--- config.mk ---
export PLATFORM = sky130hd
export DESIGN_NAME = pass_control_flat
export DESIGN_NICKNAME = d
export VERILOG_FILES = /design/src/life_pkg.sv /design/src/life_if.sv /design/src/pass_control.sv /design/src/flat_wrapper.sv
export SDC_FILE = /design/constraint.sdc
export NUM_CORES = 1
export LEC_CHECK = 0
export BUFFER_PORTS_ARGS = -buffer_cell sky130_fd_sc_hd__buf_2
export CAP_MARGIN = 20
export CORE_ASPECT_RATIO = 0.6
export CORE_UTILIZATION = 49
export CTS_CLUSTER_DIAMETER = 30
export CTS_CLUSTER_SIZE = 8
export DETAILED_ROUTE_END_ITERATION = 7
export HOLD_SLACK_MARGIN = 0.1
export PLACE_DENSITY = 0.72
export SKIP_LAST_GASP = 1
export SYNTH_ARGS = -nofsm -noshare
export SYNTH_HDL_FRONTEND = slang
export SYNTH_SLANG_ARGS = --single-unit
--- constraint.sdc ---
create_clock -name clk -period 1.6 [get_ports clk]
set_clock_uncertainty 0.15 [all_clocks]
set_input_delay 0.32 -clock clk [delete_from_list [all_inputs] [get_ports clk]]
set_output_delay 0.32 -clock clk [all_outputs]
set_load 0.05 [all_outputs]
--- src/life_pkg.sv ---
/*
 Life engine shared definitions
 Controller state type and pipeline latency constants
*/
package life_pkg;

	//////////////////////////////////////////////////////////////
	// Controller states
	//////////////////////////////////////////////////////////////

	typedef enum logic [1:0] {
		ST_IDLE  = 2'd0,	// Init and readout allowed
		ST_READ  = 2'd1,	// Streaming DEPTH+2 reads
		ST_DRAIN = 2'd2		// Waiting for the last rows in flight
	} ctrl_state_e;

	//////////////////////////////////////////////////////////////
	// Pipeline latencies
	//////////////////////////////////////////////////////////////

	// Read address to read data
	// One cycle in the address register and one in the output register
	localparam int RD_LATENCY = 2;

	// Read data arrival to write of the finished row
	//   1 window shift
	//   1 vertical sums
	//   1 life rule result
	localparam int WR_LAG = 3;

	// The controller write delay line is RD_LATENCY+WR_LAG deep
	// from the cycle the read address goes out.
	// Several rows are in flight at once, one per cycle.

	// Full pass runs DEPTH+2 reads plus the pipeline tail
	// and the bank swaps on the last write edge

endpackage
--- src/life_if.sv ---
/*
 Life engine internal buses
 Memory control from the controller, and the three-row window
*/
`timescale 1ns/1ps

//////////////////////////////////////////////////////////////
// Memory control
//////////////////////////////////////////////////////////////

interface mem_ctrl_if #(
	parameter int DEPTH = 256	// Rows per bank
) ();

	localparam int AW = $clog2(DEPTH);	// Row address bits

	// Addresses carry the bank bit on top
	logic [AW:0] raddr;	// Read address, bank + row
	logic [AW:0] waddr;	// Write address, bank + row
	logic        we;		// Write enable
	logic        init_sel;	// Write data from init port

	// Controller side
	modport ctrl (
		output raddr,
		output waddr,
		output we,
		output init_sel
	);

	// Memory side
	modport mem (
		input raddr,
		input waddr,
		input we,
		input init_sel
	);

endinterface


--- src/pass_control.sv ---
/*
 Pass controller for the Life engine
 Sequences init writes, row readout and one generation pass per start
*/
`timescale 1ns/1ps
module pass_control
	import life_pkg::*;
#(
	parameter int DEPTH = 256	// Rows per bank
) (
	input  logic                     clk,
	input  logic                     arst_n,
	input  logic                     init,		// Init write strobe
	input  logic [$clog2(DEPTH)-1:0] init_row,
	input  logic                     start,		// Pass request
	input  logic                     ld,		// Readout strobe
	input  logic [$clog2(DEPTH)-1:0] ld_row,
	output logic                     busy,
	output logic                     done,		// One cycle at pass end
	output logic                     dout_valid,
	output logic                     rd_valid,	// Read data valid for the window
	mem_ctrl_if.ctrl                 mem
);

	localparam int AW   = $clog2(DEPTH);		// Row address bits
	localparam int CW   = $clog2(DEPTH + 2);	// Read counter bits
	localparam int LINE = RD_LATENCY + WR_LAG;	// Write delay line depth

	ctrl_state_e state;

	logic                  bank;		// Active bank holding the current generation
	logic [AW-1:0]         rd_row;		// Row being read with wrap
	logic [CW-1:0]         rd_cnt;		// Reads issued this pass
	logic [AW-1:0]         ctr_row;		// Centre row of the window this read completes
	logic                  issue;
	logic                  init_go;
	logic                  ld_go;
	logic                  last_wr;
	logic [LINE-1:0]       vld_q;		// Every read in flight
	logic [LINE-1:0]       wr_q;		// Reads that complete a window
	logic [AW-1:0]         row_q [LINE];	// Write row travelling with wr_q
	logic [RD_LATENCY-1:0] ld_q;		// Readout strobe delay

	assign busy    = (state != ST_IDLE);
	assign init_go = init & ~busy;	// Ignored during a pass
	assign ld_go   = ld & ~busy;
	assign issue   = (state == ST_READ);	// One read per cycle
	assign ctr_row = (rd_row == '0) ? AW'(DEPTH - 1) : rd_row - 1'b1;

	// Last read has reached the write end with nothing behind it
	assign last_wr = (state == ST_DRAIN) & vld_q[LINE-1] & ~(|vld_q[LINE-2:0]);

	//////////////////////////////////////////////////////////////
	// FSM
	//////////////////////////////////////////////////////////////

	always_ff @(posedge clk or negedge arst_n) begin
		if (!arst_n) begin
			state  <= ST_IDLE;
			bank   <= 1'b0;
			rd_row <= '0;
			rd_cnt <= '0;
			done   <= 1'b0;
		end else begin
			done <= 1'b0;
			case (state)
				ST_IDLE: begin
					if (start) begin
						state  <= ST_READ;
						rd_row <= AW'(DEPTH - 1);	// Start one row above 0
						rd_cnt <= '0;
					end
				end
				ST_READ: begin
					rd_row <= (rd_row == AW'(DEPTH - 1)) ? '0 : rd_row + 1'b1;
					rd_cnt <= rd_cnt + 1'b1;
					if (rd_cnt == CW'(DEPTH + 1)) begin	// DEPTH+2 reads out
						state <= ST_DRAIN;
					end
				end
				ST_DRAIN: begin
					if (last_wr) begin
						state <= ST_IDLE;
						bank  <= ~bank;	// New generation becomes active
						done  <= 1'b1;
					end
				end
				default: state <= ST_IDLE;
			endcase
		end
	end

	//////////////////////////////////////////////////////////////
	// Delay lines
	//////////////////////////////////////////////////////////////

	always_ff @(posedge clk or negedge arst_n) begin
		if (!arst_n) begin
			vld_q <= '0;
			wr_q  <= '0;
			ld_q  <= '0;
		end else begin
			vld_q <= {vld_q[LINE-2:0], issue};
			wr_q  <= {wr_q[LINE-2:0], issue & (rd_cnt >= CW'(2))};	// First two only fill
			ld_q  <= {ld_q[RD_LATENCY-2:0], ld_go};
		end
	end

	// Write row numbers ride along with the valid bits
	always_ff @(posedge clk) begin
		row_q[0] <= ctr_row;
		for (int i = 1; i < LINE; i++) begin
			row_q[i] <= row_q[i-1];
		end
	end

	assign rd_valid   = vld_q[RD_LATENCY-1];	// Lines up with rdata
	assign dout_valid = ld_q[RD_LATENCY-1];

	// Memory control
	always_comb begin
		mem.raddr = {bank, ld_row};	// Readout when idle
		if (state == ST_READ) begin
			mem.raddr = {bank, rd_row};
		end
		mem.init_sel = init_go;
		mem.we       = init_go | wr_q[LINE-1];
		mem.waddr    = init_go ? {bank, init_row} : {~bank, row_q[LINE-1]};	// Results to other bank
	end

endmodule

--- src/flat_wrapper.sv ---
// flat-port wrapper written by rule: the top's interface ports become plain ports
module pass_control_flat import life_pkg::*;
#(
	parameter int DEPTH = 256	                
)
  (clk, arst_n, init, init_row, start, ld, ld_row, busy, done, dout_valid, rd_valid, mem_raddr, mem_waddr, mem_we, mem_init_sel);
  mem_ctrl_if #(.DEPTH(DEPTH)) mem_i ();
  input  logic clk;
  input  logic arst_n;
  input  logic init;
  input  logic [$clog2(DEPTH)-1:0] init_row;
  input  logic start;
  input  logic ld;
  input  logic [$clog2(DEPTH)-1:0] ld_row;
  output logic busy;
  output logic done;
  output logic dout_valid;
  output logic rd_valid;
  output wire logic [$bits(mem_i.raddr)-1:0] mem_raddr;
  output wire logic [$bits(mem_i.waddr)-1:0] mem_waddr;
  output wire logic [$bits(mem_i.we)-1:0] mem_we;
  output wire logic [$bits(mem_i.init_sel)-1:0] mem_init_sel;
  assign mem_raddr = mem_i.raddr;
  assign mem_waddr = mem_i.waddr;
  assign mem_we = mem_i.we;
  assign mem_init_sel = mem_i.init_sel;
  pass_control #(.DEPTH(DEPTH)) u_core (.clk(clk), .arst_n(arst_n), .init(init), .init_row(init_row), .start(start), .ld(ld), .ld_row(ld_row), .busy(busy), .done(done), .dout_valid(dout_valid), .rd_valid(rd_valid), .mem(mem_i));
endmodule
==> run metrics <==
multi-input logic area 1120 um^2; min Tclk post-route roughly 2.2 ns; FF-to-FF Start u_core.state[1]$_DFFE_PN0P_; chip width 97.1 um; outcome complete, but fails checks; cts bufs inserted 9; final worst slack -0.624 ns; Port Buffer Count between 40 and 50; Syn Nets roughly 260; maximum VDD drop 0.00155 V; slew margin rel. between 70 and 80%; Global Route Usage Sum 21.9%; total chip power 0.00877 W; # diodes 0; post-DP HPWL 3620 um; CTS root buf clkbuf_8; Sw Pwr around 0.0036 W; vias in the first global route 1978; switching share of power 40.6%; via count 2103; area of the mapped netlist 2660 um^2; CTS clock-pin slew for the worst setup and hold paths 0.08 ns; Leak 1.80 nW; Worst-Margin Slew 0.433 ns; worst hold margin 0.177 ns; FILL cells 319; setup violators final 28; largest net degree at the start of global routing 34; Final Hold Vio Count 0; drt via density 5.34; fraction of layout cells with a size suffix above 1 43.6%; Final #Nets 350; R2R Setup Slk -0.23 ns; FF+latch area 1630 um^2; Seq/Total Area, Yosys approximately 61%; PwrDens 2280 nW/um^2; pre-CTS setup slack -0.292 ns; max-cap violation count 0; row count 20; commonest non-fill, non-tap cell in the layout dfxtp_1; die area roughly 5700 um^2; Wirelength per Cell 15.1 um; drt first pass iters 4; Seq cells post-synth between 70 and 80; GRT overflow 0; Flop pwr share 35.0%; ys async rst share 45.2%; Worst Path Required 1.13 ns; H-tree Lvls 3; Synth area leader dfrtp_1; synth top area cells dfrtp_1 (31%), dfxtp_1 (30%), nand2_1 (4.4%); Hold WC Path Type flip-flop to flip-flop; logic gate share of total power 49.3%; Syn Inst Count around 240; initial drt markers 172; # IOs 45; R2R Path End u_core.rd_cnt[6]$_DFFE_PN0P_; power share of the clock group 15.7%; TritonCTS clock tree yes; Die Span Y 59.0 um; max-slew violation count 0; setup TNS -10.59 ns; commonest register cell after synthesis dfxtp_1; kind of critical path flip-flop to output port; initial antenna violation count 0; syn avg cell area 11.2 um^2; Initial Util around half; RSZ-0062 raised after global routing yes; clock tree buffer depth 2; EDFF count, synth 0; most frequent cells in the layout dfxtp_1 (40), dfrtp_1 (31), buf_4 (30), nand2_1 (25), buf_2 (24); overall routed net length around 6000 um; Crit Path Max Fanout 7; core area 5130 um^2; top-area cell type share of the netlist area 31.1%; reg2reg path depth 6; Worst setup SP type flip-flop; Layout area overhead 44.9%; Worst EP arrival 1.75 ns; YS warnings 0; worst skew pair latency about 0.35 ns; Placer Congestion about 0.86; source of the critical timing path u_core.state[0]$_DFFE_PN0P_; Post-DRT Antenna Nets 0; Worst Setup EP mem_waddr[2]; Max Freq 450 MHz; Tcrit/Tclk final 139%; Yosys cell types 42; DRC viols 0; P_int 0.00521 W; clock sink count 73; failing checks setup timing; first-pass GRT wire length 9380 um; crit end category output port
how the worst min path moves through the flow:
| stage | from | to | slack [ns] | depth (start not counted) |
|---|---|---|---|---|
| 2_1_floorplan | arst_n | u_core.bank$_DFFE_PN0P_ | -0.13 | 0 |
| 3_3_place_gp | u_core.row_q[0][24]$_DFF_P_ | u_core.row_q[0][32]$_DFF_P_ | 0.16 | 0 |
| 3_5_place_dp | u_core.row_q[0][8]$_DFF_P_ | u_core.row_q[0][16]$_DFF_P_ | 0.16 | 0 |
| 4_1_cts | u_core.row_q[0][8]$_DFF_P_ | u_core.row_q[0][16]$_DFF_P_ | 0.18 | 0 |
| 5_1_grt | u_core.row_q[0][12]$_DFF_P_ | u_core.row_q[0][20]$_DFF_P_ | 0.18 | 0 |
| 6_report | u_core.row_q[0][8]$_DFF_P_ | u_core.row_q[0][16]$_DFF_P_ | 0.18 | 0 |
power by group through the flow:
| stage | combinational (W) | sequential, W | clock, W |
|---|---|---|---|
| final | 0.00433 | 0.00307 | 0.00137 |
| after global routing | 0.00459 | 0.00315 | 0.00147 |
| after CTS | 0.00406 | 0.00302 | 0.00139 |
| after detailed placement | 0.00348 | 0.00306 | 0 |
| after global placement | 0.00344 | 0.00302 | 0 |
| after floorplan | 0.00260 | 0.00292 | 0 |
critical path: stages (launching register included):
cell     delay [ns]
dfrtp_1        0.39
or2_4          0.27
nor2_4         0.13
buf_12         0.15
mux2_4         0.31
buf_6          0.16
what timing repair did:
action | CTS | global route
endpoints found under the setup margin | 36 | 46
pin swaps | 8 | 4
hold endpoints to repair | 34 | 0
buffers inserted | 11 | 8
hold buffers | 2 | 0
gates resized for setup | 59 | 18
registers in the layout, summed over array words and instances, names as in the netlist:
signal and count:
u_core.state 2, u_core.row_q 40, u_core.bank 1, u_core.rd_row 8
u_core.ld_q 2, u_core.wr_q 5, u_core.done 1, u_core.rd_cnt 9
u_core.vld_q 5
layout make-up:
type,count,share of cell area (%)
clock buffers,10,3.87
clock inverters,6,1.27
inverters,11,1.14
multi-input cells,140,29.0
flip-flops and latches,73,42.3
well taps,66,2.14
repair buffers,88,20.2
metal layers:
metal | GRT usage, % | vias up | share of wire, %
met5 | 0 | - | 0
met4 | 10.0 | 0 | 1.5
met3 | 6.60 | 10 | 8.0
met2 | 33.9 | 101 | 47
met1 | 29.1 | 1004 | 44
li1 | - | 988 | -
through the flow:
stage	std cells	utilization, %	cell area (um^2)
final	394	75.0	3850
after global placement	361	63.7	3270
after CTS	389	73.0	3740
after detailed placement	361	63.7	3270
after floorplan	237	-	2810
after global routing	394	75.0	3850
synth_stat cells (4+ instances only):
cell type,n
nand2_1,31
ha_1,6
dfrtp_1,33
buf_2,6
mux2i_1,5
nand4_1,8
xnor2_1,4
mux2_2,9
a21oi_1,5
and3_1,5
o21ai_0,14
inv_1,11
nand3_1,6
dfxtp_1,40
or4_1,4
nor2_1,9
cells by family after synthesis:
family,Yosys count,synth area share (%)
AND/OR/NAND/NOR,80,15.8
flip-flops,73,61.2
AO/OA/AOI/OAI,35,8.24
buffers and inverters,24,4.52
multiplexers,14,5.70
adder cells (fa/ha/maj),6,2.83
XOR/XNOR,5,1.65
No activity file was read; power rests on OpenSTA's default activity.
