[config.mk]
export PLATFORM = sky130hd
export DESIGN_NAME = life_row_flat
export DESIGN_NICKNAME = d
export VERILOG_FILES = /design/src/life_pkg.sv /design/src/life_if.sv /design/src/life_row.sv /design/src/flat_wrapper.sv
export SDC_FILE = /design/constraint.sdc
export NUM_CORES = 2
export LEC_CHECK = 0
export ABC_CLOCK_PERIOD_IN_PS = 3100
export BUFFER_PORTS_ARGS = -buffer_cell sky130_fd_sc_hd__buf_2
export CAP_MARGIN = 20
export CORE_AREA = 5 5 398 400
export DETAILED_ROUTE_END_ITERATION = 10
export DIE_AREA = 0 0 403 405
export PLACE_DENSITY = 0.75
export SYNTH_ARGS = -nofsm -noshare
export SYNTH_HDL_FRONTEND = slang
export SYNTH_SLANG_ARGS = --single-unit
export TNS_END_PERCENT = 30
[constraint.sdc]
create_clock -name clk -period 3.1 [get_ports clk]
set_input_delay 0.465 -clock clk [delete_from_list [all_inputs] [get_ports clk]]
set_output_delay 0.465 -clock clk [all_outputs]
set_load 0.02 [all_outputs]
[src/life_pkg.sv]
/*
 Life engine shared definitions
 Controller state type and pipeline latency constants
*/
package life_pkg;

	//////////////////////////////////////////////////////////////
	// Controller states
	//////////////////////////////////////////////////////////////

	typedef enum logic [1:0] {
		ST_IDLE  = 2'd0,	// Init and readout allowed
		ST_READ  = 2'd1,	// Streaming DEPTH+2 reads
		ST_DRAIN = 2'd2		// Waiting for the last rows in flight
	} ctrl_state_e;

	//////////////////////////////////////////////////////////////
	// Pipeline latencies
	//////////////////////////////////////////////////////////////

	// Read address to read data
	// One cycle in the address register and one in the output register
	localparam int RD_LATENCY = 2;

	// Read data arrival to write of the finished row
	//   1 window shift
	//   1 vertical sums
	//   1 life rule result
	localparam int WR_LAG = 3;

	// The controller write delay line is RD_LATENCY+WR_LAG deep
	// from the cycle the read address goes out.
	// Several rows are in flight at once, one per cycle.

	// Full pass runs DEPTH+2 reads plus the pipeline tail
	// and the bank swaps on the last write edge

endpackage
[src/life_if.sv]
/*
 Life engine internal buses
 Memory control from the controller, and the three-row window
*/


//////////////////////////////////////////////////////////////
// Three-row window
//////////////////////////////////////////////////////////////

interface row_win_if #(
	parameter int WIDTH = 256	// Cells per row
) ();

	logic [WIDTH-1:0] above;	// Row r-1
	logic [WIDTH-1:0] centre;	// Row r, the one being updated
	logic [WIDTH-1:0] below;	// Row r+1
	logic             win_valid;	// All three rows present

	modport src (output above, centre, below, win_valid);
	modport dst (input above, centre, below, win_valid);

endinterface

[src/life_row.sv]
/*
 Life rule for one full row
 Nine-cell counts with wrap at both edges, registered result
*/
`timescale 1ns/1ps
module life_row
	import life_pkg::*;
#(
	parameter int WIDTH = 256	// Row width in cells
) (
	input  logic             clk,
	row_win_if.dst           win,
	output logic [WIDTH-1:0] next_row	// New generation of the centre row
);

	// Window shift and vertical sums take the first two cycles of WR_LAG
	localparam int RES_STAGES = WR_LAG - 2;

	logic [WIDTH-1:0][1:0] add3;		// Vertical three-cell sums
	logic [WIDTH-1:0][1:0] add3_q;
	logic [WIDTH-1:0]      centre_q;	// Current state of each cell
	logic [WIDTH-1:0][3:0] add9;		// Nine-cell count, includes centre
	logic [WIDTH-1:0]      alive;
	logic [WIDTH-1:0]      res_q [RES_STAGES];

	//////////////////////////////////////////////////////////////
	// Vertical sums, registered
	//////////////////////////////////////////////////////////////

	always_comb begin
		for (int ii = 0; ii < WIDTH; ii++) begin
			add3[ii] = {1'b0, win.above[ii]} + {1'b0, win.centre[ii]} + {1'b0, win.below[ii]};
		end
	end

	always_ff @(posedge clk) begin
		if (win.win_valid) begin
			add3_q   <= add3;
			centre_q <= win.centre;
		end
	end

	//////////////////////////////////////////////////////////////
	// Horizontal sums and rule
	//////////////////////////////////////////////////////////////

	always_comb begin
		for (int ii = 0; ii < WIDTH; ii++) begin
			add9[ii] = {2'b00, add3_q[(ii == 0) ? WIDTH - 1 : ii - 1]} +	// Left wrap
			           {2'b00, add3_q[ii]} +
			           {2'b00, add3_q[(ii == WIDTH - 1) ? 0 : ii + 1]};	// Right wrap
			// Count 3 births or survives, count 4 only survives
			alive[ii] = (add9[ii] == 4'd3) || ((add9[ii] == 4'd4) && centre_q[ii]);
		end
	end

	// Result register
	always_ff @(posedge clk) begin
		res_q[0] <= alive;
		for (int i = 1; i < RES_STAGES; i++) begin
			res_q[i] <= res_q[i-1];
		end
	end

	assign next_row = res_q[RES_STAGES-1];	// Engine write data

endmodule

[src/flat_wrapper.sv]
// flat-port wrapper written by rule: the top's interface ports become plain ports
module life_row_flat import life_pkg::*;
#(
	parameter int WIDTH = 256	                     
)
  (clk, next_row, win_above, win_centre, win_below, win_win_valid);
  row_win_if #(.WIDTH(WIDTH)) win_i ();
  input  logic clk;
  output logic [WIDTH-1:0] next_row;
  input wire logic [$bits(win_i.above)-1:0] win_above;
  input wire logic [$bits(win_i.centre)-1:0] win_centre;
  input wire logic [$bits(win_i.below)-1:0] win_below;
  input wire logic [$bits(win_i.win_valid)-1:0] win_win_valid;
  assign win_i.above = win_above;
  assign win_i.centre = win_centre;
  assign win_i.below = win_below;
  assign win_i.win_valid = win_win_valid;
  life_row #(.WIDTH(WIDTH)) u_core (.clk(clk), .win(win_i), .next_row(next_row));
endmodule
==> impl_results.html <==
<table>
<tr><th>Metric</th><th>Value</th></tr>
<tr><th colspan="2">Worst hold path</th></tr>
<tr><td>Class of the tightest hold or removal check</td><td>in2reg</td></tr>
<tr><td>Cell depth of the worst hold path</td><td>2</td></tr>
<tr><td>Hold path start</td><td>win_above[108]</td></tr>
<tr><td>Endpoint of the worst hold path</td><td>u_core.add3_q[216]$_DFFE_PP_</td></tr>
<tr><th colspan="2">Drt</th></tr>
<tr><td>Average wire per standard cell</td><td>22.4 um</td></tr>
<tr><td>Iter 0 DRT Violations</td><td>3556</td></tr>
<tr><td>Post-detailed-routing wire length</td><td>approximately 190 mm</td></tr>
<tr><td>Via count normalized by instance count</td><td>approximately 5.7</td></tr>
<tr><td>Residual DRC</td><td>0</td></tr>
<tr><td>Antenna viol nets, final</td><td>0</td></tr>
<tr><td>Total via count in the routed design</td><td>between 40000 and 50000</td></tr>
<tr><td>Number of iterations in the first detailed-routing pass</td><td>6</td></tr>
<tr><th colspan="2">Power and ir drop</th></tr>
<tr><td>Maximum ir drop on the vdd rail</td><td>0.548 mV</td></tr>
<tr><td>Pwr Density</td><td>between 700 and 800 mW/mm^2</td></tr>
<tr><td>Switching power share of the total</td><td>37.6%</td></tr>
<tr><td>Reported net switching power</td><td>~22 mW</td></tr>
<tr><td>Cell-internal power</td><td>36.9 mW</td></tr>
<tr><td>Register share of total power</td><td>about 34%</td></tr>
<tr><td>Part of the power in combinational logic</td><td>between 40% and 50%</td></tr>
<tr><td>Proportion of power drawn by the clock network</td><td>approximately 26%</td></tr>
<tr><td>Final total power</td><td>approximately 59 mW</td></tr>
<tr><td>Pleak</td><td>34.4 nW</td></tr>
<tr><th colspan="2">Floorplan</th></tr>
<tr><td>Horizontal extent of the die</td><td>about 400 um</td></tr>
<tr><td>Die Area</td><td>~0.16 mm^2</td></tr>
<tr><td>Initial cell density of the core</td><td>42.8%</td></tr>
<tr><td>I/O pin count</td><td>a little over 1000</td></tr>
<tr><td>Core Region</td><td>0.155 mm^2</td></tr>
<tr><td>Overall die height</td><td>roughly 400 um</td></tr>
<tr><td>Row count</td><td>around 150</td></tr>
<tr><th colspan="2">Worst setup path</th></tr>
<tr><td>Cell type of the slowest stage on the worst timing path</td><td>sky130_fd_sc_hd__fa_1</td></tr>
<tr><td>Setup CP Type</td><td>reg2reg</td></tr>
<tr><td>Most frequent cell on the critical path</td><td>sky130_fd_sc_hd__fa_1</td></tr>
<tr><td>Cells traversed along the worst timing path</td><td>ha_1 -&gt; fa_1 -&gt; fa_1 -&gt; nor2_1 -&gt; and3_1 -&gt; a31oi_1 -&gt; a22oi_1</td></tr>
<tr><td>Reg2Reg Capture Point</td><td>u_core.res_q[0][123]$_DFF_P_</td></tr>
<tr><td>Reg2reg setup slack</td><td>570 ps</td></tr>
<tr><td>Count of cells along the worst register-to-register path</td><td>7</td></tr>
<tr><td>Critical path peak fanout</td><td>3</td></tr>
<tr><td>Kind of end point of the critical path</td><td>flip-flop</td></tr>
<tr><td>Crit path arrival time</td><td>slightly above 3000 ps</td></tr>
<tr><td>Data required time of the critical path</td><td>approximately 3700 ps</td></tr>
<tr><td>Slowest stage delay, CP</td><td>approximately 570 ps</td></tr>
<tr><td>CP startpoint kind</td><td>flip-flop</td></tr>
<tr><td>Worst flop-to-flop path startpoint</td><td>u_core.add3_q[246]$_DFFE_PP_</td></tr>
<tr><th colspan="2">Clock network</th></tr>
<tr><td>Cell at the root of the clock tree</td><td>sky130_fd_sc_hd__clkbuf_16</td></tr>
<tr><td>Buffers from clock root to sink, at most</td><td>3</td></tr>
<tr><td>H-tree levels</td><td>3</td></tr>
<tr><td>Post-CTS clock slew at the launch and capture registers of the worst setup and hold paths</td><td>60 ps</td></tr>
<tr><td>TritonCTS clock tree</td><td>done</td></tr>
<tr><td>Clock latency on the worst-skew pair</td><td>~740 ps</td></tr>
<tr><td>TritonCTS buffer count</td><td>116</td></tr>
<tr><td>CTS sink count</td><td>roughly 1000</td></tr>
<tr><th colspan="2">Flow run</th></tr>
<tr><td>Count of max-cap constraint violations</td><td>0</td></tr>
<tr><th colspan="2">Timing</th></tr>
<tr><td>Setup TNS</td><td>0 ps</td></tr>
<tr><td>Normalized max-slew margin</td><td>between 50% and 60%</td></tr>
<tr><td>Worst clock skew</td><td>60.9 ps</td></tr>
<tr><td>Setup Viol. Count Final</td><td>0</td></tr>
<tr><td>Final worst slack</td><td>between 500 and 600 ps</td></tr>
<tr><td>Worst-margin pin slew</td><td>~740 ps</td></tr>
<tr><td>Min Clock Period, post-route</td><td>2530 ps</td></tr>
<tr><td>Max Fclk</td><td>395 MHz</td></tr>
<tr><td>RSZ-0062 raised after global routing</td><td>no</td></tr>
<tr><td>Crit share post-route</td><td>between 80% and 90%</td></tr>
<tr><td>Hold violation total from the final report</td><td>0</td></tr>
<tr><td>Final Max Tran Viols</td><td>0</td></tr>
<tr><th colspan="2">Global routing</th></tr>
<tr><td>Met2 Track Usage GR</td><td>approximately two fifths</td></tr>
<tr><td>Most crowded layer after global routing</td><td>met2</td></tr>
<tr><td>Gr ovfl total</td><td>0</td></tr>
<tr><td>Largest net degree at the start of global routing</td><td>119</td></tr>
<tr><td>Overall track demand over capacity in global routing</td><td>roughly 23%</td></tr>
<tr><td>Fraction of met1 tracks used by global routing</td><td>27.5%</td></tr>
<tr><td>Number of global-route vias before repair</td><td>around 53000</td></tr>
<tr><td>Antenna violations before repair</td><td>89</td></tr>
<tr><td>First-pass GRT wire length</td><td>approximately 290 mm</td></tr>
<tr><td>Met3 routing resource usage after global routing</td><td>roughly 5.2%</td></tr>
<tr><th colspan="2">Yosys</th></tr>
<tr><td>Post-synth EDFFs</td><td>~770</td></tr>
<tr><td>Number of synthesis warnings</td><td>0</td></tr>
<tr><td>Synth Register Bits</td><td>1024</td></tr>
<tr><td>Fraction of the yosys area taken by sequential cells</td><td>between 40% and 50%</td></tr>
<tr><td>Gate count of the mapped netlist</td><td>roughly 4700</td></tr>
<tr><td>Most instantiated flip-flop cell in the synthesis netlist</td><td>sky130_fd_sc_hd__edfxtp_1</td></tr>
<tr><td>Number of different library cells in the post-synthesis netlist</td><td>32</td></tr>
<tr><td>Cell Area, Synth</td><td>0.0663 mm^2</td></tr>
<tr><td>Post-synth net total</td><td>between 7000 and 8000</td></tr>
<tr><td>Share of async-settable or async-resettable flops after synthesis</td><td>0%</td></tr>
<tr><td>Post-Synthesis Mean Instance Area</td><td>roughly 14 um^2</td></tr>
<tr><th colspan="2">Cells and area</th></tr>
<tr><td>Fraction of layout instances using a drive strength above 1</td><td>a little over a fifth</td></tr>
<tr><td>Final std cell area, no fill</td><td>0.0831 mm^2</td></tr>
<tr><td>Top library cells by usage in the layout, fill and taps aside</td><td>sky130_fd_sc_hd__buf_2, sky130_fd_sc_hd__fa_1, sky130_fd_sc_hd__ha_1, sky130_fd_sc_hd__edfxtp_1, sky130_fd_sc_hd__dlygate4sd3_1</td></tr>
<tr><td>Area growth, synth to finish</td><td>25.3%</td></tr>
<tr><td>Utilization after layout</td><td>53.6%</td></tr>
<tr><td>Commonest non-fill, non-tap cell in the layout</td><td>sky130_fd_sc_hd__buf_2</td></tr>
<tr><td>Final nets</td><td>between 8000 and 9000</td></tr>
<tr><th colspan="2">Placement</th></tr>
<tr><td>Worst slack after detailed placement</td><td>approximately 600 ps</td></tr>
<tr><td>Area post-placement</td><td>0.0744 mm^2</td></tr>
<tr><td>Hpwl dp</td><td>approximately 150 mm</td></tr>
<tr><td>Routability Congestion</td><td>around 0.92</td></tr>
<tr><td>Port Buffer Count</td><td>1025</td></tr>
<tr><th colspan="2">Run status</th></tr>
<tr><td>Status</td><td>complete, no violations</td></tr>
</table>
-- worst max path at each step --
stage / startpoint / end / slack (ps)
floorplan: u_core.add3_q[186]$_DFFE_PP_ / u_core.res_q[0][94]$_DFF_P_ / 860
global placement: u_core.add3_q[502]$_DFFE_PP_ / u_core.res_q[0][252]$_DFF_P_ / 600
detailed placement: u_core.add3_q[508]$_DFFE_PP_ / u_core.res_q[0][255]$_DFF_P_ / 600
CTS: u_core.add3_q[346]$_DFFE_PP_ / u_core.res_q[0][174]$_DFF_P_ / 540
global route: u_core.add3_q[508]$_DFFE_PP_ / u_core.res_q[0][255]$_DFF_P_ / 440
finish: u_core.add3_q[246]$_DFFE_PP_ / u_core.res_q[0][123]$_DFF_P_ / 570
-- stage by stage --
| stage | instances | hold WS, ps |
|---|---|---|
| floorplan | 4704 | 519 |
| global placement | 7820 | 559 |
| detailed placement | 7820 | 568 |
| CTS | 8468 | 0.0410 |
| global route | 8532 | 8.95 |
| finish | 8551 | 79.7 |
-- worst max-delay path, delay by kind of cell (launching register included) --
family                     cells  cell delay [ps]
AOI/OAI and AO/OA              2              230
DFF                            1              560
and+or+nand+nor                2              240
adders and majority gates      3             1330
-- repair_timing --
action                                 4_1_cts  5_1_grt
buffers inserted                             0        0
hold buffers                               427        0
endpoints found under the hold margin      426        0
resized for setup                            0        0
-- state kept, by name, summed over array words and instances (netlist names) --
signal / cells
u_core.centre_q: 256
u_core.add3_q: 512
u_core.res_q: 256
-- cells in the mapped netlist, types with 89 or more instances --
master,n,share of area (%)
sky130_fd_sc_hd__nand2b_1,91,0.86
sky130_fd_sc_hd__nand2_1,131,0.74
sky130_fd_sc_hd__inv_1,243,1.4
sky130_fd_sc_hd__a22oi_1,233,2.6
sky130_fd_sc_hd__nand4_1,89,0.84
sky130_fd_sc_hd__nand3_1,144,1.1
sky130_fd_sc_hd__a31oi_1,298,2.8
sky130_fd_sc_hd__nor3_1,180,1.4
sky130_fd_sc_hd__a211oi_2,99,1.9
sky130_fd_sc_hd__nor2_1,161,0.91
sky130_fd_sc_hd__dfxtp_1,256,7.7
sky130_fd_sc_hd__fa_1,768,23
sky130_fd_sc_hd__and3_1,153,1.4
sky130_fd_sc_hd__a211oi_1,143,1.6
sky130_fd_sc_hd__edfxtp_1,768,35
sky130_fd_sc_hd__ha_1,768,14
-- per-layer routing --
layer	wire length [um]	share of wire [%]
met2	93000	49
met1	72000	38
met3	14400	7.5
met5	60	0.031
met4	12300	6.4
-- kinds of logic (layout without fill, tap and decap cells) --
family,count (synthesis),in the layout,synth area share (%)
AO/OA/AOI/OAI,901,901,10.5
other,0,83,0
adder cells (fa/ha/maj),1536,1536,37.7
AND/OR/NAND/NOR,988,988,7.73
buffers and inverters,243,1949,1.38
flip-flops,1024,1024,42.5
multiplexers,12,12,0.181
-- layout make-up --
| cell class | count | area [um^2] |
|---|---|---|
| fill | 12300 | 71900 |
| multi-input combinational | 3437 | 37200 |
| sequential | 1024 | 28200 |
| timing repair buffer | 1485 | 9770 |
| clock buffer | 151 | 3160 |
| tap | 2058 | 2570 |
| clock inverter | 70 | 1040 |
| inverter | 243 | 912 |
| antenna | 83 | 208 |
-- power groups by stage --
stage / Sequential, mW / Combinational [mW] / Clock, mW
after floorplan: 21.3 / 14.0 / 0
after global placement: 20.2 / 21.1 / 0
after detailed placement: 20.2 / 22.8 / 0
after CTS: 20.0 / 23.5 / 15.5
after global routing: 20.3 / 26.5 / 16.1
final: 20.0 / 23.9 / 15.2
Note: power is estimated with default switching activity, not from simulation.
