$ cat src/life_if.sv
/*
 Life engine internal buses
 Memory control from the controller, and the three-row window
*/


//////////////////////////////////////////////////////////////
// Three-row window
//////////////////////////////////////////////////////////////

interface row_win_if #(
	parameter int WIDTH = 256	// Cells per row
) ();

	logic [WIDTH-1:0] above;	// Row r-1
	logic [WIDTH-1:0] centre;	// Row r, the one being updated
	logic [WIDTH-1:0] below;	// Row r+1
	logic             win_valid;	// All three rows present

	modport src (output above, centre, below, win_valid);
	modport dst (input above, centre, below, win_valid);

endinterface

$ cat src/row_window.sv
/*
 Three-row shift window
 Shifts in each memory read word as it arrives during a pass
*/
`timescale 1ns/1ps
module row_window #(
	parameter int WIDTH = 256	// Row width in cells
) (
	input  logic             clk,
	input  logic             arst_n,
	input  logic [WIDTH-1:0] rdata,		// Memory read data
	input  logic             rd_valid,	// rdata holds a pass read
	row_win_if.src           win
);

	logic [WIDTH-1:0] above_q;
	logic [WIDTH-1:0] centre_q;
	logic [WIDTH-1:0] below_q;
	logic [1:0]       fill;		// Rows shifted in, saturates at 3

	// Row data, advances only on valid reads
	always_ff @(posedge clk) begin
		if (rd_valid) begin
			above_q  <= centre_q;
			centre_q <= below_q;
			below_q  <= rdata;	// Newest row at the bottom
		end
	end

	// Fill count
	// Clears once the run of reads ends, so the next pass refills
	always_ff @(posedge clk or negedge arst_n) begin
		if (!arst_n) begin
			fill <= '0;
		end else if (!rd_valid) begin
			fill <= '0;
		end else if (fill != 2'd3) begin
			fill <= fill + 2'd1;
		end
	end

	assign win.above     = above_q;
	assign win.centre    = centre_q;
	assign win.below     = below_q;
	assign win.win_valid = (fill == 2'd3);	// Three rows present

endmodule

$ cat src/flat_wrapper.sv
// flat-port wrapper written by rule: the top's interface ports become plain ports
module row_window_flat 
#(
	parameter int WIDTH = 256	                     
)
  (clk, arst_n, rdata, rd_valid, win_above, win_centre, win_below, win_win_valid);
  row_win_if #(.WIDTH(WIDTH)) win_i ();
  input  logic clk;
  input  logic arst_n;
  input  logic [WIDTH-1:0] rdata;
  input  logic rd_valid;
  output wire logic [$bits(win_i.above)-1:0] win_above;
  output wire logic [$bits(win_i.centre)-1:0] win_centre;
  output wire logic [$bits(win_i.below)-1:0] win_below;
  output wire logic [$bits(win_i.win_valid)-1:0] win_win_valid;
  assign win_above = win_i.above;
  assign win_centre = win_i.centre;
  assign win_below = win_i.below;
  assign win_win_valid = win_i.win_valid;
  row_window #(.WIDTH(WIDTH)) u_core (.clk(clk), .arst_n(arst_n), .rdata(rdata), .rd_valid(rd_valid), .win(win_i));
endmodule
$ cat config.mk
export PLATFORM = sky130hd
export DESIGN_NAME = row_window_flat
export DESIGN_NICKNAME = d
export VERILOG_FILES = /design/src/life_if.sv /design/src/row_window.sv /design/src/flat_wrapper.sv
export SDC_FILE = /design/constraint.sdc
export NUM_CORES = 1
export LEC_CHECK = 0
export ABC_CLOCK_PERIOD_IN_PS = 900
export CELL_PAD_IN_SITES_DETAIL_PLACEMENT = 1
export CELL_PAD_IN_SITES_GLOBAL_PLACEMENT = 2
export CORE_AREA = 2 2 401 403
export CTS_BUF_LIST = sky130_fd_sc_hd__clkbuf_16
export DETAILED_ROUTE_END_ITERATION = 12
export DIE_AREA = 0 0 403 405
export DONT_BUFFER_PORTS = 1
export PLACE_DENSITY = 0.31
export SLEW_MARGIN = 30
export SYNTH_ARGS = -nofsm -noshare
export SYNTH_HDL_FRONTEND = slang
export SYNTH_SLANG_ARGS = --single-unit
$ cat constraint.sdc
create_clock -name clk -period 0.9 [get_ports clk]
set_input_delay 0 -clock clk [delete_from_list [all_inputs] [get_ports clk]]
set_output_delay 0 -clock clk [all_outputs]
set_load 0.05 [all_outputs]
==> results of run 1 <==
-- report_power, final --
part	leakage, nW	total (mW)	internal, mW	switching (mW)
sequential	7.54	44.2	42.5	1.64
combinational	8.48	19.0	7.22	11.8
clock	1.53	36.9	21.2	15.7
total	17.6	100	71.0	29.1
-- per-layer routing --
layer	vias to the layer above	global-route usage (%)	share of wire [%]
li1	6609	-	-
met1	7534	10.5	34
met2	664	19.1	53
met3	154	4.59	9.2
met4	4	4.47	3.6
met5	-	0	0.023
-- through the flow --
step | hold slack [ns] | worst slack [ns] | cell area (um2) | TNS (ns)
global placement | -0.294 | -0.122 | 31600 | -10.31
CTS | -0.625 | -0.639 | 44100 | -353.64
finish | -0.333 | -0.519 | 45300 | -318.33
detailed placement | -0.294 | -0.111 | 31600 | -4.72
global route | -0.400 | -0.608 | 45300 | -396.60
floorplan | -0.296 | -0.0964 | 23200 | -14.84
-- critical path, cell delays in order (launching register included) --
cell and delay, ns:
edfxtp_1 0.42, buf_12 0.17, buf_12 0.15
-- what timing repair did --
| item | 4_1_cts | 5_1_grt |
|---|---|---|
| hold buffers | 508 | 1 |
| resized for setup | 772 | 2 |
| hold endpoints to repair | 1028 | 236 |
| buffers inserted | 196 | 115 |
| pin swaps | 1 | 1 |
| setup endpoints to repair | 773 | 1304 |
| cloned | 0 | 7 |
-- cells by family (layout without fill, tap and decap cells) --
group         Yosys count  in the layout
xor+xnor                1              1
fa+ha+maj               1              1
buf+inv                 0           1776
flops                 770            770
mux                     1              1
other cells             0              1
simple gates            2              2
-- state kept, by name, indices dropped and copies added (netlist names) --
signal and cells:
u_core.win.below 256, u_core.fill 2, u_core.win.above 256, u_core.win.centre 256
-- Yosys cell counts --
master	count	share of area, %
ha_1	1	0.054
edfxtp_1	768	100
mux2i_1	1	0.043
nor2b_1	1	0.027
dfrtp_1	2	0.22
xnor2_1	1	0.038
and2_1	1	0.027
-- final timing paths --
check                           cells past startpoint  slack [ns]                              end                             start
worst max-delay path                                2       -0.52                   win_centre[66]   u_core.win.centre[66]$_DFFE_PP_
worst min register to register                      0        0.47  u_core.win.above[203]$_DFFE_PP_  u_core.win.centre[203]$_DFFE_PP_
worst min-delay path                                1       -0.33  u_core.win.above[188]$_DFFE_PP_                          rd_valid
worst max register to register                      5       -0.31       u_core.fill[0]$_DFFE_PN0P_        u_core.fill[1]$_DFFE_PN0P_
min in group asynchronous                           2        0.24       u_core.fill[0]$_DFFE_PN0P_                            arst_n
max in group asynchronous                           2        0.48       u_core.fill[1]$_DFFE_PN0P_                            arst_n
-- area by class of cell --
cell class / count / area share, %
multi-input combinational: 5 / 0.124
clock buffer: 95 / 5.25
clock inverter: 77 / 1.33
timing repair buffer: 1604 / 36.5
sequential: 770 / 51.1
antenna: 1 / 0.00553
tap: 2086 / 5.77
==> results by group, run 1 <==
Timing
  – Fin Clk Skew: 0.0240 ns
  – Final max-slew violation count: 0
  – Slew headroom: 63.1%
  – RSZ-0062 raised after global routing: yes
  – Clock period minus worst slack: 1.42 ns
  – Crit share post-route: 158%
  – Worst setup margin: -0.519 ns
  – Worst slew pin tran: approximately 0.55 ns
  – Setup Viol. Count Final: 1113
  – Final Hold Vio Count: 26
  – Max Clock Freq: roughly 700 MHz
  – Hold slack: -0.333 ns

Setup path
  – Critical path data arrival time: 1.42 ns
  – Worst-path fanout max: 2
  – Worst setup SP type: register
  – CP required: 0.90 ns
  – Critical path class: register to primary output
  – Crit path capture type: primary output

Route
  – DR WL/cell: 20.0 um
  – Drt drc: 0
  – Drt first pass iters: 4
  – Via density: roughly 3.2
  – DRT iter0 DRCs: between 700 and 800
  – Vias: about 15k
  – Routed Antenna Nets: 0
  – DRT Wirelength: 92.6 mm

Clock tree
  – CTS tree: built
  – Clock Tree Buf Depth: 3
  – Worst-path clk slew: ~0.060 ns
  – CTS sink cnt: 770
  – Clock buffer count from CTS: 93
  – Clock root buffer: clkbuf_16
  – Clk_lat worst skew: 0.68 ns
  – H-Tree Depth: 3

Power
  – Leakage power: 17.6 nW
  – Peak supply drop: 0.00151 V
  – Final total power: 100 mW
  – Power per cell area: 2210 mW/mm2

Status
  – Status: finished with violations
  – Failing checks: hold timing, setup timing

Synth
  – Synth Area in Adders: 0.0540%
  – Synthesized Nets: slightly above 1k
  – Synth cell types: 7
  – Mapped Area: 0.0232 mm2
  – Syn Inst Count: 775
  – Average size of a mapped cell: between 20 and 30 um2
  – Synth Area in Simple Gates: 0.0540%
  – Post-synthesis mux area share: 0.0432%
  – Synth Area in Compound Gates: 0%
  – Ys Warns: 0
  – Largest family of logic cells by synthesized area: simple AND/OR/NAND/NOR gates
  – #FFs+latches synth: 770
  – Sequential area share after synthesis: 99.8%
  – Post-synthesis xor/xnor area fraction: 0.0378%

Cells and area
  – Final nets: 2734
  – Area Overhead vs Synth: 95.5%
  – Storage element area: around 0.023 mm2
  – Area taken by multi-input logic gates: 56.3 um2
  – Finished Core Util: 28.4%
  – Share of layout cells above drive strength 1: a little under half
  – Finished Layout Cells: 4638
  – Commonest non-fill, non-tap cell in the layout: edfxtp_1
  – Filler Cell Count: 16.7k
  – Commonest non-fill, non-tap cells in the layout: 768 x edfxtp_1, 766 x buf_6, 508 x dlygate4sd3_1

Global routing
  – First-pass GRT wire length: 123 mm
  – Vias in the first global route: 16.1k
  – Tot GR Track Use: roughly a tenth
  – Initial antenna violation count: 7
  – GR Overflow Total: 0
  – Largest net degree at the start of global routing: 771

Die
  – Io pins: 1028
  – Core Area: approximately 0.16 mm2
  – Rows: around 150
  – Die width: 403 um
  – Die H: 405 um
  – Starting Density: ~15%
  – Die area: 0.163 mm2

Min path
  – Worst hold path class: input pin to register

Job
  – # Max-Cap Violations: 0

Placed design
  – DPL Wire Length: 62.6 mm
  – Port bufs: 0
  – Inst Count DP: 3633
  – Routability cong.: around 0.84
Note: power is estimated with default switching activity, not from simulation.
==> run 2, diff against run 1 <==
--- a/config.mk
+++ b/config.mk
@@ -6,14 +6,12 @@
 export NUM_CORES = 1
 export LEC_CHECK = 0
 export ABC_CLOCK_PERIOD_IN_PS = 900
-export CELL_PAD_IN_SITES_DETAIL_PLACEMENT = 1
-export CELL_PAD_IN_SITES_GLOBAL_PLACEMENT = 2
-export CORE_AREA = 2 2 401 403
+export CORE_AREA = 2 2 405 407
 export CTS_BUF_LIST = sky130_fd_sc_hd__clkbuf_16
 export DETAILED_ROUTE_END_ITERATION = 12
-export DIE_AREA = 0 0 403 405
+export DIE_AREA = 0 0 407 409
 export DONT_BUFFER_PORTS = 1
-export PLACE_DENSITY = 0.31
+export PLACE_DENSITY_LB_ADDON = 0.15
 export SLEW_MARGIN = 30
 export SYNTH_ARGS = -nofsm -noshare
 export SYNTH_HDL_FRONTEND = slang
==> results by group, run 2 (synthesized netlist as in run 1, its figures left out) <==
Power
  – Peak supply drop: 0.00166 V (was 0.00151 V)
  – Leakage power: 17.6 nW (about the same)
  – Power per cell area: 2180 mW/mm2 (was 2210 mW/mm2)

Placed design
  – Worst slack, placed: -0.230 ns (was -0.111 ns)
  – Inst Count DP: 3723 (was 3633)
  – DPL Wire Length: 61.4 mm (was 62.6 mm)
  – Port bufs: 0 (unchanged)
  – Routability cong.: 0.844 (was 0.843)

Die
  – Io pins: 1028 (unchanged)
  – Rows: 148 (was 147)
  – Die area: 0.166 mm2 (was 0.163 mm2)
  – Core Area: 0.162 mm2 (was 0.159 mm2)
  – Die H: 409 um (was 405 um)
  – Starting Density: 14.3% (was 14.5%)
  – Die width: 407 um (was 403 um)

Clock tree
  – Worst-path clk slew: 0.06 ns (about the same)
  – H-Tree Depth: 3 (unchanged)
  – Clock Tree Buf Depth: 3 (unchanged)
  – CTS tree: built (unchanged)
  – Clock buffer count from CTS: 92 (was 93)
  – Cts hold-fix bufs: 510 (was 508)
  – CTS sink cnt: 770 (unchanged)
  – Clk_lat worst skew: 0.72 ns (was 0.68 ns)
  – Clock root buffer: clkbuf_16 (unchanged)

Job
  – # Max-Cap Violations: 0 (unchanged)

Route
  – Drt first pass iters: 4 (unchanged)
  – Drt drc: 0 (unchanged)
  – DRT iter0 DRCs: 866 (was 756)
  – Routed Antenna Nets: 0 (unchanged)
  – DRT Wirelength: 90.4 mm (was 92.6 mm)
  – DR WL/cell: 19.1 um (was 20.0 um)
  – Via density: 3.17 (was 3.23)
  – Vias: 15.0k (about the same)

Cells and area
  – Area taken by multi-input logic gates: 68.8 um2 (was 56.3 um2)
  – Final nets: 2755 (was 2734)
  – Filler Cell Count: 16.2k (was 16.7k)
  – Commonest non-fill, non-tap cells in the layout: 768 x edfxtp_1, 765 x buf_6, 510 x dlygate4sd3_1 (was 768 x edfxtp_1, 766 x buf_6, 508 x dlygate4sd3_1)
  – Area Overhead vs Synth: 96.7% (was 95.5%)
  – Commonest non-fill, non-tap cell in the layout: edfxtp_1 (unchanged)
  – Storage element area: 0.0231 mm2 (unchanged)
  – Share of layout cells above drive strength 1: 48.5% (was 48.0%)
  – Finished Layout Cells: 4742 (was 4638)

Setup path
  – Crit path capture type: primary output (unchanged)
  – CP cell instances: buf_6 (was buf_12, buf_12)
  – Critical path class: register to primary output (unchanged)
  – Delay of the slowest critical-path stage: 0.52 ns (was 0.42 ns)
  – Worst setup SP type: register (unchanged)
  – Critical path data arrival time: 1.44 ns (was 1.42 ns)
  – Worst path buffer plus inverter count: 1 (was 2)
  – Worst-path fanout max: 2 (unchanged)
  – CP max stage cell: edfxtp_1 (unchanged)
  – CP required: 0.90 ns (about the same)
  – CP top delay family: flip-flops (unchanged)

Timing
  – Hold slack: -0.611 ns (was -0.333 ns)
  – Worst setup margin: -0.537 ns (was -0.519 ns)
  – Final max-slew violation count: 0 (unchanged)
  – Setup Viol. Count Final: 829 (was 1113)
  – RSZ-0062 raised after global routing: yes (unchanged)
  – Fin Clk Skew: 0.0355 ns (was 0.0240 ns)
  – Max Clock Freq: 696 MHz (was 705 MHz)
  – Clock period minus worst slack: 1.44 ns (was 1.42 ns)
  – Final Hold Vio Count: 162 (was 26)
  – Worst slew pin tran: 0.458 ns (was 0.554 ns)
  – Slew headroom: 69.5% (was 63.1%)
  – Crit share post-route: 160% (was 158%)

Global routing
  – First-pass GRT wire length: 118 mm (was 123 mm)
  – Tot GR Track Use: 10.1% (was 10.6%)
  – Vias in the first global route: 15.7k (was 16.1k)
  – GR Overflow Total: 0 (unchanged)
  – Initial antenna violation count: 8 (was 7)
  – Largest net degree at the start of global routing: 771 (unchanged)

Status
  – Status: finished with violations (unchanged)
  – Failing checks: hold timing, setup timing (unchanged)

Min path
  – Worst hold path class: input pin to register (unchanged)
-- run 2: changes by cell type in the layout (fill, tap and decap cells not counted), moves of 2 or more --
cell           change
buf_4             +16
clkinv_1           -4
clkinv_16          -2
clkinv_2           -3
clkinv_8           +3
clkinvlp_4         +3
dlygate4sd3_1      +2
inv_1              -3
inv_16             -2
inv_6              +3
-- run 2: final timing paths --
kind	from	endpoint	slack, ns	cells past startpoint
hold / removal	rd_valid	u_core.win.below[23]$_DFFE_PP_	-0.61	0
setup / recovery	u_core.win.centre[6]$_DFFE_PP_	win_centre[6]	-0.54	1
hold reg to reg	u_core.win.below[2]$_DFFE_PP_	u_core.win.centre[2]$_DFFE_PP_	0.46	0
setup reg to reg	u_core.fill[1]$_DFFE_PN0P_	u_core.fill[0]$_DFFE_PN0P_	-0.27	5
max in group asynchronous	arst_n	u_core.fill[0]$_DFFE_PN0P_	0.55	2
min in group asynchronous	arst_n	u_core.fill[1]$_DFFE_PN0P_	0.17	2
-- run 2: timing repair --
action / CTS / global route
pin swaps: 1 / 1
gates resized for setup: 775 / 6
cloned: 0 / 11
hold endpoints to repair: 1028 / 188
buffers inserted: 220 / 107
setup endpoints to repair: 773 / 1209
-- run 2: stage by stage --
| step | hold slack, ns | area [um2] | setup TNS [ns] | utilization [%] | power (mW) |
|---|---|---|---|---|---|
| 4_1_cts | -0.633 | 44300 | -375.85 | 27.3 | 99.7 |
| 3_5_place_dp | -0.294 | 31700 | -28.16 | 19.6 | 57.9 |
| 2_1_floorplan | -0.296 | 23200 | -14.84 | - | 52.7 |
| 3_3_place_gp | -0.294 | 31700 | -18.51 | 19.6 | 58.0 |
| 6_report | -0.611 | 45600 | -291.15 | 28.1 | 99.5 |
| 5_1_grt | -0.696 | 45600 | -374.69 | 28.1 | 103 |
-- run 2: report_power, final --
part           total, mW  switching [mW]  internal, mW  leakage, nW
Combinational       19.1            11.8          7.35         8.62
Clock               36.2            15.3          20.9         1.47
Sequential          44.2            1.62          42.5         7.54
-- run 2: metal layers --
layer  wire length [um]  GRT usage, %
met1              31400          10.4
met2              47600          17.9
met3               8890          4.50
met4               2520          3.60
met5                 21             0
-- run 2: area by class of cell --
cell class              instances  area share, %
diodes                          1        0.00549
clock buffers                  94           5.16
clock inverters                71           1.21
multi-input cells               5          0.151
flip-flops and latches        770           50.7
well taps                    2175           5.97
repair buffers               1626           36.8
